[config.mk]
export PLATFORM = sky130hd
export DESIGN_NAME = memorySubsystem
export DESIGN_NICKNAME = d
export VERILOG_FILES = /design/src/source/memoryPkg.sv /design/src/source/paramFifo.sv /design/src/source/layerBuffer.sv /design/src/source/wordCounter.sv /design/src/source/memoryController.sv /design/src/source/memorySubsystem.sv
export SDC_FILE = /design/constraint.sdc
export NUM_CORES = 2
export LEC_CHECK = 0
export ABC_AREA = 1
export BUFFER_PORTS_ARGS = -buffer_cell sky130_fd_sc_hd__buf_4
export CAP_MARGIN = 30
export CORE_ASPECT_RATIO = 0.6
export CORE_MARGIN = 10
export CORE_UTILIZATION = 50
export DETAILED_ROUTE_END_ITERATION = 8
export PLACE_DENSITY = 0.65
export SLEW_MARGIN = 20
export SYNTH_ARGS = -nofsm -noshare
export SYNTH_HDL_FRONTEND = slang
export SYNTH_HIERARCHICAL = 1
export SYNTH_SLANG_ARGS = --single-unit
[constraint.sdc]
create_clock -name clk -period 11.4 [get_ports clk]
set_clock_uncertainty 0.15 [all_clocks]
set_input_delay 0.57 -clock clk [delete_from_list [all_inputs] [get_ports clk]]
set_output_delay 0.57 -clock clk [all_outputs]
set_load 0.1 [all_outputs]
[src/source/memoryPkg.sv]
package memoryPkg;

    ////////////////////////////////////////////////////////////////////////////
    // Storage geometry
    ////////////////////////////////////////////////////////////////////////////

    localparam int dataWidth      = 32;
    localparam int fifoDepth      = 16;
    localparam int burstLength    = 16;
    localparam int layerAddrWidth = 4;

    // FIFO pointer and occupancy widths
    localparam int fifoAddrWidth  = $clog2(fifoDepth);
    localparam int fifoCountWidth = fifoAddrWidth + 1;

    // Source of readData, registered in the controller
    localparam logic [1:0] selNone   = 2'd0;
    localparam logic [1:0] selBias   = 2'd1;
    localparam logic [1:0] selWeight = 2'd2;
    localparam logic [1:0] selLayer  = 2'd3;

    // Request codes on loadState and readState, other values act as idle
    typedef enum logic [2:0] {
        reqIdle   = 3'b000,
        reqBias   = 3'b001,
        reqWeight = 3'b010,
        reqLayer  = 3'b100
    } requestCode;

    // Controller states
    typedef enum logic [2:0] {
        idleState       = 3'd0,
        loadBiasState   = 3'd1,
        loadWeightState = 3'd2,
        loadLayerState  = 3'd3,
        readBiasState   = 3'd4,
        readWeightState = 3'd5,
        readLayerState  = 3'd6
    } controllerState;

endpackage

[src/source/paramFifo.sv]
`timescale 1ns/10ps

module paramFifo (
    input  logic                            clk,
    input  logic                            reset,
    input  logic                            flush,
    input  logic                            writeEnable,
    input  logic                            readEnable,
    input  logic [memoryPkg::dataWidth-1:0] writeData,
    output logic [memoryPkg::dataWidth-1:0] readData,
    output logic                            full,
    output logic                            empty
);
    import memoryPkg::*;

    logic [dataWidth-1:0]      storage [fifoDepth];
    logic [fifoAddrWidth-1:0]  writePtr;
    logic [fifoAddrWidth-1:0]  readPtr;
    logic [fifoCountWidth-1:0] count;
    logic                      pushOk;
    logic                      popOk;

    assign full  = (count == fifoCountWidth'(fifoDepth));
    assign empty = (count == '0);

    // Accesses that cannot complete are ignored
    assign pushOk = writeEnable && !full;
    assign popOk  = readEnable && !empty;

    ////////////////////////////////////////////////////////////////////////////
    // Pointers and occupancy
    ////////////////////////////////////////////////////////////////////////////

    always_ff @(posedge clk) begin
        if (reset || flush) begin
            writePtr <= '0;
            readPtr  <= '0;
            count    <= '0;
        end else begin
            if (pushOk) begin
                writePtr <= writePtr + 1'b1;
            end
            if (popOk) begin
                readPtr <= readPtr + 1'b1;
            end
            case ({pushOk, popOk})
                2'b10:   count <= count + 1'b1;
                2'b01:   count <= count - 1'b1;
                default: count <= count;
            endcase
        end
    end

    ////////////////////////////////////////////////////////////////////////////
    // Storage and read register
    ////////////////////////////////////////////////////////////////////////////

    always_ff @(posedge clk) begin
        if (pushOk) begin
            storage[writePtr] <= writeData;
        end
    end

    // Popped word is visible one cycle after the pop
    always_ff @(posedge clk) begin
        if (popOk) begin
            readData <= storage[readPtr];
        end
    end

    // Pointer wrap and count must agree
    occupancyBound: assert property (
        @(posedge clk) disable iff (reset)
        count <= fifoCountWidth'(fifoDepth)
    ) else $error("paramFifo occupancy above depth");

    pointerSpread: assert property (
        @(posedge clk) disable iff (reset)
        !full |-> (fifoAddrWidth'(writePtr - readPtr) == count[fifoAddrWidth-1:0])
    ) else $error("paramFifo pointers disagree with count");

endmodule

[src/source/layerBuffer.sv]
`timescale 1ns/10ps

module layerBuffer (
    input  logic                                 clk,
    input  logic                                 reset,
    input  logic                                 enable,
    input  logic                                 writeEnable,
    input  logic [memoryPkg::layerAddrWidth-1:0] address,
    input  logic [memoryPkg::dataWidth-1:0]      writeData,
    output logic [memoryPkg::dataWidth-1:0]      readData
);
    import memoryPkg::*;

    // One burst worth of layer words
    logic [dataWidth-1:0] storage [burstLength];

    logic doWrite;
    logic doRead;

    assign doWrite = enable && writeEnable;
    assign doRead  = enable && !writeEnable;

    always_ff @(posedge clk) begin
        if (doWrite) begin
            storage[address] <= writeData;
        end
    end

    // Registered read port is the only state cleared by reset
    always_ff @(posedge clk) begin
        if (reset) begin
            readData <= '0;
        end else if (doRead) begin
            readData <= storage[address];
        end
    end

endmodule

[src/source/wordCounter.sv]
`timescale 1ns/10ps

module wordCounter (
    input  logic                                 clk,
    input  logic                                 reset,
    input  logic                                 counterClear,
    input  logic                                 counterStep,
    output logic [memoryPkg::layerAddrWidth-1:0] wordIndex,
    output logic                                 lastWord
);
    import memoryPkg::*;

    localparam logic [layerAddrWidth-1:0] finalIndex = layerAddrWidth'(burstLength - 1);

    ////////////////////////////////////////////////////////////////////////////
    // Word index within the current burst
    ////////////////////////////////////////////////////////////////////////////

    always_ff @(posedge clk) begin
        if (reset || counterClear) begin
            wordIndex <= '0;
        end else if (counterStep) begin
            wordIndex <= wordIndex + 1'b1;
        end
    end

    assign lastWord = (wordIndex == finalIndex);

    // The controller stops stepping once the final word is reached
    noStepPastLast: assert property (
        @(posedge clk) disable iff (reset)
        (counterStep && !counterClear) |-> !lastWord
    ) else $error("wordCounter stepped past the last word");

endmodule

[src/source/memoryController.sv]
`timescale 1ns/10ps

module memoryController (
    input  logic                  clk,
    input  logic                  reset,
    input  logic                  ena,
    input  memoryPkg::requestCode loadState,
    input  memoryPkg::requestCode readState,
    input  logic                  biasFull,
    input  logic                  biasEmpty,
    input  logic                  weightFull,
    input  logic                  weightEmpty,
    input  logic                  loadValid,
    input  logic                  lastWord,
    output logic                  biasRst,
    output logic                  biasWrEn,
    output logic                  biasRdEn,
    output logic                  weightRst,
    output logic                  weightWrEn,
    output logic                  weightRdEn,
    output logic                  layerEna,
    output logic                  layerWea,
    output logic                  layerRst,
    output logic                  counterClear,
    output logic                  counterStep,
    output logic                  loadDone,
    output logic                  readValid,
    output logic [1:0]            readSelect
);
    import memoryPkg::*;

    controllerState state;
    controllerState nextState;

    logic burstStart;
    logic inLoad;
    logic loadWrite;
    logic layerRead;
    logic burstStep;

    ////////////////////////////////////////////////////////////////////////////
    // Next state
    ////////////////////////////////////////////////////////////////////////////

    always_comb begin
        nextState = state;
        case (state)
            idleState: begin
                if (ena) begin
                    // Host loads win over controller reads
                    case (loadState)
                        reqBias:   nextState = loadBiasState;
                        reqWeight: nextState = loadWeightState;
                        reqLayer:  nextState = loadLayerState;
                        default: begin
                            case (readState)
                                reqBias:   nextState = readBiasState;
                                reqWeight: nextState = readWeightState;
                                reqLayer:  nextState = readLayerState;
                                default:   nextState = idleState;
                            endcase
                        end
                    endcase
                end
            end
            loadBiasState, loadWeightState, loadLayerState: begin
                if (loadWrite && lastWord) begin
                    nextState = idleState;
                end
            end
            readBiasState: begin
                if (biasEmpty) begin
                    nextState = idleState;
                end
            end
            readWeightState: begin
                if (weightEmpty) begin
                    nextState = idleState;
                end
            end
            readLayerState: begin
                if (layerRead && lastWord) begin
                    nextState = idleState;
                end
            end
            default: nextState = idleState;
        endcase
    end

    assign burstStart = (state == idleState) && (nextState != idleState);

    ////////////////////////////////////////////////////////////////////////////
    // Store strobes
    ////////////////////////////////////////////////////////////////////////////

    // First burst cycle is spent on flush and counter clear
    assign inLoad = (state == loadBiasState) || (state == loadWeightState)
                 || (state == loadLayerState);
    assign loadWrite = inLoad && loadValid && !counterClear;
    assign layerRead = (state == readLayerState) && !counterClear;
    assign burstStep = loadWrite || layerRead;

    assign biasWrEn   = loadWrite && (state == loadBiasState) && !biasFull;
    assign weightWrEn = loadWrite && (state == loadWeightState) && !weightFull;
    assign biasRdEn   = (state == readBiasState) && !biasEmpty && !counterClear;
    assign weightRdEn = (state == readWeightState) && !weightEmpty && !counterClear;

    assign layerWea = (state == loadLayerState);
    assign layerEna = (loadWrite && layerWea) || layerRead;

    assign counterStep = burstStep && !lastWord;

    ////////////////////////////////////////////////////////////////////////////
    // Registered state and pulses
    ////////////////////////////////////////////////////////////////////////////

    always_ff @(posedge clk) begin
        if (reset) begin
            state        <= idleState;
            counterClear <= 1'b0;
            biasRst      <= 1'b0;
            weightRst    <= 1'b0;
            layerRst     <= 1'b0;
            loadDone     <= 1'b0;
            readValid    <= 1'b0;
            readSelect   <= selNone;
        end else begin
            state        <= nextState;
            counterClear <= burstStart;
            biasRst      <= burstStart && (nextState == loadBiasState);
            weightRst    <= burstStart && (nextState == loadWeightState);
            layerRst     <= burstStart && ((nextState == loadLayerState)
                                        || (nextState == readLayerState));
            loadDone     <= loadWrite && lastWord;
            readValid    <= biasRdEn || weightRdEn || layerRead;
            if (biasRdEn) begin
                readSelect <= selBias;
            end else if (weightRdEn) begin
                readSelect <= selWeight;
            end else if (layerRead) begin
                readSelect <= selLayer;
            end else begin
                readSelect <= selNone;
            end
        end
    end

    biasNoCollision: assert property (
        @(posedge clk) disable iff (reset) !(biasWrEn && biasRdEn)
    ) else $error("bias FIFO written and read together");

    weightNoCollision: assert property (
        @(posedge clk) disable iff (reset) !(weightWrEn && weightRdEn)
    ) else $error("weight FIFO written and read together");

    loadDoneSingle: assert property (
        @(posedge clk) disable iff (reset) loadDone |=> !loadDone
    ) else $error("loadDone longer than one cycle");

endmodule

[src/source/memorySubsystem.sv]
`timescale 1ns/10ps

module memorySubsystem (
    input  logic                            clk,
    input  logic                            reset,
    input  logic                            ena,
    input  memoryPkg::requestCode           loadState,
    input  memoryPkg::requestCode           readState,
    input  logic [memoryPkg::dataWidth-1:0] loadData,
    input  logic                            loadValid,
    output logic [memoryPkg::dataWidth-1:0] readData,
    output logic                            readValid,
    output logic                            loadDone,
    output logic [3:0]                      memoryState
);
    import memoryPkg::*;

    // Bias FIFO
    logic biasRst;
    logic biasWrEn;
    logic biasRdEn;
    logic biasFull;
    logic biasEmpty;
    logic [dataWidth-1:0] biasData;

    // Weight FIFO
    logic weightRst;
    logic weightWrEn;
    logic weightRdEn;
    logic weightFull;
    logic weightEmpty;
    logic [dataWidth-1:0] weightData;

    // Layer buffer and burst counter
    logic layerEna;
    logic layerWea;
    logic layerRst;
    logic [dataWidth-1:0] layerData;
    logic counterClear;
    logic counterStep;
    logic lastWord;
    logic [layerAddrWidth-1:0] wordIndex;
    logic [1:0] readSelect;

    ////////////////////////////////////////////////////////////////////////////
    // Control
    ////////////////////////////////////////////////////////////////////////////

    memoryController controller (
        .clk(clk), .reset(reset), .ena(ena),
        .loadState(loadState), .readState(readState),
        .biasFull(biasFull), .biasEmpty(biasEmpty),
        .weightFull(weightFull), .weightEmpty(weightEmpty),
        .loadValid(loadValid), .lastWord(lastWord),
        .biasRst(biasRst), .biasWrEn(biasWrEn), .biasRdEn(biasRdEn),
        .weightRst(weightRst), .weightWrEn(weightWrEn), .weightRdEn(weightRdEn),
        .layerEna(layerEna), .layerWea(layerWea), .layerRst(layerRst),
        .counterClear(counterClear), .counterStep(counterStep),
        .loadDone(loadDone), .readValid(readValid), .readSelect(readSelect)
    );

    wordCounter counter (
        .clk(clk), .reset(reset),
        .counterClear(counterClear), .counterStep(counterStep),
        .wordIndex(wordIndex), .lastWord(lastWord)
    );

    ////////////////////////////////////////////////////////////////////////////
    // Stores
    ////////////////////////////////////////////////////////////////////////////

    paramFifo biasFifo (
        .clk(clk), .reset(reset), .flush(biasRst),
        .writeEnable(biasWrEn), .readEnable(biasRdEn), .writeData(loadData),
        .readData(biasData), .full(biasFull), .empty(biasEmpty)
    );

    paramFifo weightFifo (
        .clk(clk), .reset(reset), .flush(weightRst),
        .writeEnable(weightWrEn), .readEnable(weightRdEn), .writeData(loadData),
        .readData(weightData), .full(weightFull), .empty(weightEmpty)
    );

    layerBuffer layerStore (
        .clk(clk), .reset(layerRst), .enable(layerEna), .writeEnable(layerWea),
        .address(wordIndex), .writeData(loadData), .readData(layerData)
    );

    // Output word follows the source registered with readValid
    always_comb begin
        case (readSelect)
            selBias:   readData = biasData;
            selWeight: readData = weightData;
            selLayer:  readData = layerData;
            default:   readData = '0;
        endcase
    end

    assign memoryState = {biasFull, biasEmpty, weightFull, weightEmpty};

endmodule

After elaboration in Yosys (flattened, before gate mapping):

Memories as Yosys holds them, arrays and structs flattened. A register that Yosys moved wholly into a read port is not among the register bits.
Cells that the tools add are included.

* register bits: 41
* RAM bits: 1536
* input bits: 42
* output and inout port bits: 38
* logic and storage cells: 124
* memories: 3

Memory list
* biasFifo.storage: words 16, width 32, read ports 1, clocked after memory_dff 1, write ports 1, line paramFifo.sv:16 `logic [dataWidth-1:0] storage [fifoDepth];`
* layerStore.storage: words 16, width 32, read ports 1, clocked after memory_dff 1, write ports 1, line layerBuffer.sv:15 `logic [dataWidth-1:0] storage [burstLength];`
* weightFifo.storage: words 16, width 32, read ports 1, clocked after memory_dff 1, write ports 1, line paramFifo.sv:16

* add/sub/neg operators: 9
* eq/ne operators: 26
* mux-type cells: 20
* reductions and logical operators: 50

Operators with widths (count)
* 32-bit one-hot mux with 3 select lines: 1
* 1-bit logical AND: 25
* 4-bit by 1-bit adder with 4-bit output, second input constant: 5
* 5-bit one-hot mux with 2 select lines: 2
* 3-bit by 2-bit equality test with 1-bit output, second input constant: 6
* 3-bit equality test, second input constant: 6
* 3-bit one-hot mux with 3 select lines: 2
* 3-bit two-way mux: 5
* 3-bit one-hot mux with 5 select lines: 1
* 3-bit by 1-bit equality test with 1-bit output, second input constant: 4
* 5-bit by 1-bit adder with 5-bit output, second input constant: 2
* 5-bit equality test, second input constant: 2
* 5-bit logical NOT: 2
* 1-bit logical OR: 10
* 5-bit by 1-bit subtractor with 5-bit output, second input constant: 2
* 2-bit equality test, second input constant: 4
* 1-bit logical NOT: 7
* 1-bit two-way mux: 7
* 2-bit by 1-bit equality test with 1-bit output, second input constant: 3
* 4-bit equality test, second input constant: 1
* 2-bit two-way mux: 2
* 2-bit nonzero test: 2
* 3-bit logical NOT: 1
* 3-bit nonzero test: 1
* other kinds (2): 2

Longest topological paths before layout:

* word-level depth: 11
* gate-level depth with buffers: 19
* depth with buffers taken out: 19

Cells and area by module:

The synthesis kept the hierarchy.

By module, submodules not included
* paramFifo: times used 2, cells each 2234, area each 23857.9 µm², seq. area each 16595.9 µm²
* layerBuffer: times used 1, cells each 2006, area each 22036.1 µm², seq. area each 16015.4 µm²
* memorySubsystem: times used 1, cells each 154, area each 892.1 µm², seq. area each 0.0 µm²
* memoryController: times used 1, cells each 107, area each 629.4 µm², seq. area each 220.2 µm²
* wordCounter: times used 1, cells each 24, area each 176.4 µm², seq. area each 80.1 µm²

Worst setup path after synthesis:

No wires, ideal clock.

* path kind: input port to flip-flop
* start point: in loadValid
* end point: mem weightFifo.storage[11][0] (enable)
* setup time: 461 ps
* arrival: 3431 ps
* data required time: 10789 ps
* path slack: 7358 ps
* cell stages on the path: 4
* path buffers: 0
* cells stage by stage: nand3_1 nor4_1 nand2_1 nor3_1

* longest elaborated chain between the ends: 7

RTL lines
* from (decl): line memorySubsystem.sv:10 `input logic loadValid,`
* 1-bit logical AND (2 in a row): line memoryController.sv:99 `assign loadWrite = inLoad && loadValid && !counterClear;`
* 1-bit logical AND (2 in a row): line memoryController.sv:104 `assign weightWrEn = loadWrite && (state == loadWeightState) && !weightFull;`
* via weightWrEn: line memorySubsystem.sv:28 `logic weightWrEn;`
* 1-bit logical AND: line paramFifo.sv:27 `assign pushOk = writeEnable && !full;`
* 1-bit two-way mux: line paramFifo.sv:59 `if (pushOk) begin`
* 1-bit two-way mux (not written as such): line paramFifo.sv:60 `storage[writePtr] <= writeData;`
* to (decl): line paramFifo.sv:16

The timed path passes the listed nets, and every way through them passes these cells.

Final worst setup path:

* start point: reg weightFifo.count[0]
* end point: mem weightFifo.storage[4][23] (enable)

* longest elaborated chain between the ends: 6

RTL lines
* from (decl): line paramFifo.sv:19 `logic [fifoCountWidth-1:0] count;`
* from (signal assigned): line paramFifo.sv:47 `2'b10: count <= count + 1'b1;`
* from (signal assigned): line paramFifo.sv:48 `2'b01: count <= count - 1'b1;`
* from (signal assigned): line paramFifo.sv:49 `default: count <= count;`
* 5-bit equality test: line paramFifo.sv:23 `assign full = (count == fifoCountWidth'(fifoDepth));`
* 1-bit logical NOT: line memoryController.sv:104
* 1-bit logical AND: line memoryController.sv:104
* via weightWrEn: line memorySubsystem.sv:28
* 1-bit logical AND: line paramFifo.sv:27
* 1-bit two-way mux: line paramFifo.sv:59
* 1-bit two-way mux (not written as such): line paramFifo.sv:60

The timed path passes the listed nets, and every way through them passes these cells.

==> run metrics <==
outcome complete, no violations; clk root buf clkbuf_16; worst reg2reg startpoint weightFifo/count[0]; CTS clk-pin slew, worst paths 0.07 ns; DR iter-0 viols 6,879; Slowest-stage cell, CP nor4_1; multi-input logic area 0.01675 mm2; placed insts 8,485; drt drc 0; Critical Path Sink Type register; CTS Buf Count 151; Critical Path RT 11.73 ns; Cell Rows 107; min Tclk post-route 3.998 ns; Yosys warnings 6; setup violators final 0; crit path kind register to register; All-Layer GR Usage 24.33%; Mean Syn Cell Area 10.57 um2; Tightest Pin Transition 1.499 ns; Final Hold Viols 0; #FFs+latches synth 1,673; DR vias 47,902; final worst-path cycle share 35.07%; non-filler instance count after layout 8,776; Worst EP arrival 4.33 ns; Yosys cell types 31; Die X 508.0 um; HP Class input pin to register; design area 0.07890 mm2; slew margin rel. 0.06912%; Lkg Pwr 31.69 nW; die area 0.1589 mm2; Max VDD drop 0.1327 mV; syn nets 6,822; CP top delay family simple AND/OR/NAND/NOR gates; Fillers 11,922; min-delay src loadValid; Worst path max stage delay 0.84 ns; final WL 198,800 um; initial antenna violation count 14; share of post-route cells with drive strength above 1 6.721%; CTS tree done; Post-DP HPWL 114,900 um; CP startpoint weightFifo/count[0]; CP Cell Sequence nor2_1 > nand3_1 > inv_1 > nor4_1 > nand2_1 > inv_1 > nand2_1 > nor2_4 > buf_16; Fmax achieved 250.1 MHz; met1 GRT Util 37.70%; # port buffers 79; vias in the first global route 43,622; first-pass GRT wire length 291,200 um; clk buf depth 3; Area growth syn-to-layout 10.43%; Mapped Area 0.07145 mm2; final net count 6,801; Cells after Synth 6,759; CTS Sinks 1,673; Top Usage Layer GRT met1; pwr dens 156.2 mW/mm2; startpoint types register; largest net degree at the start of global routing 212; # H-tree levels 4; storage element area 0.04954 mm2; remaining global-route overflow 0; Global Route met3 Usage 5.245%; Max FO, Critical Path 17; placed cell area 0.07393 mm2; Slew Limit Fails 0; core area 0.1419 mm2; Initial Utilization 50.35%; GRT met2 Usage 34.33%; WP buf/inv 3; ANT nets after route 0; Ports 80; Via-to-Cell Ratio 5.458; RSZ-0062 raised after global routing no; RD Place Congestion 0.8792; sequential cell area fraction in the yosys report 69.29%; setup TNS 0 ns; first-pass iteration count of the detailed router 7; worst skew pair latency 0.77 ns; detailed-route wire length per cell 22.65 um; Die H 312.8 um; MaxCap Viol Count 0
## area by class of cell
type	count	area share, %
flip-flops and latches	1673	62.78
clock buffers	199	5.149
repair buffers	178	2.766
clock inverters	75	0.9245
inverters	853	4.096
diodes	10	0.03171
multi-input cells	3881	21.23
well taps	1907	3.024
## Yosys cell counts (all sizes together)
library cell	instances	share of area, %
nor2	183	0.97
a21oi	20	0.14
o31ai	1	0.011
dfxtp	73	2.0
nor3	6	0.042
ha	19	0.33
clkinv	2	0.011
o21ai	48	0.34
xnor2	2	0.025
nand4	34	0.30
inv	851	4.5
nor4	1	0.0088
xor2	4	0.049
or2	2	0.018
fa	2	0.056
buf	293	2.9
nand3b	1	0.011
nand3	1096	7.7
edfxtp	1600	67
nand2	2461	13
clkbuf	59	0.35
and3	1	0.0088
## sequential cells by signal, indices dropped and copies added, names as in the netlist, 2 cells and up
signal,flops
biasFifo/storage,512
layerStore/storage,512
weightFifo/storage,512
biasFifo/readData,32
layerStore/readData,32
weightFifo/readData,32
biasFifo/count,5
weightFifo/count,5
biasFifo/readPtr,4
biasFifo/writePtr,4
counter/wordIndex,4
weightFifo/readPtr,4
weightFifo/writePtr,4
controller/state,3
controller/readSelect,2
## placed cells by master, fill, tap and decap left out, types with 24 or more instances in the layout
cell type	instances
nand4_1	34
clkbuf_16	154
nand2_1	2460
buf_4	128
dfxtp_1	63
o21ai_0	48
clkinv_1	28
nor2_4	48
clkinv_2	24
edfxtp_1	1600
nand3_1	1096
nor2_1	133
inv_1	841
buf_16	32
clkbuf_1	41
## worst register-to-register path: stages, from the launching register on
cell and delay, ns:
dfxtp_1 0.37, nor2_1 0.09, nand3_1 0.16, inv_1 0.12, nor4_1 0.84, nand2_1 0.46
inv_1 0.27, nand2_1 0.35, nor2_4 0.65, buf_16 0.24
## worst paths after layout
check	slack [ns]	to	cells past startpoint
worst max-delay path	7.40	weightFifo/storage[4][23]	9
worst min-delay path	0.08	controller/loadDone	3
worst max register to register	7.40	weightFifo/storage[4][23]	9
worst min register to register	0.40	layerStore/readData[26]	2
## cell families after synthesis
kind of cell	share of synthesized area [%]
and+or+nand+nor	21.97
AOI/OAI and AO/OA	0.4868
DFF	69.29
adders and majority gates	0.3888
buffers and inverters	7.794
xor gates and xnor gates	0.07355
## per-stage QoR
stage	total power [mW]	util [%]	hold WS [ns]	setup WS, ns
after floorplan	7.144	-	0.3398	7.358
after global placement	7.361	51.36	0.3649	7.230
after detailed placement	7.369	52.10	0.3780	7.252
after CTS	12.36	55.48	0.02140	7.285
after global routing	12.66	55.59	0.06522	7.212
final	12.32	55.60	0.08082	7.402
## power breakdown
group | switching [mW] | internal, mW
sequential | 0.0455 | 6.76
combinational | 0.345 | 0.0967
clock | 2.28 | 2.79
total | 2.67 | 9.65
## layer usage
metal	wire length, um	share of wire (%)	vias to the layer above
met3	21720	11	272
met5	26	0.013	-
met4	4779	2.4	4
met2	83700	42	2253
met1	88560	45	23232
li1	-	-	22141
## timing repair
action,4_1_cts,5_1_grt
gates resized for setup,0,0
hold buffers,1,0
endpoints found under the hold margin,6,0
setup buffers,0,0
Note: power is estimated with default switching activity, not from simulation.
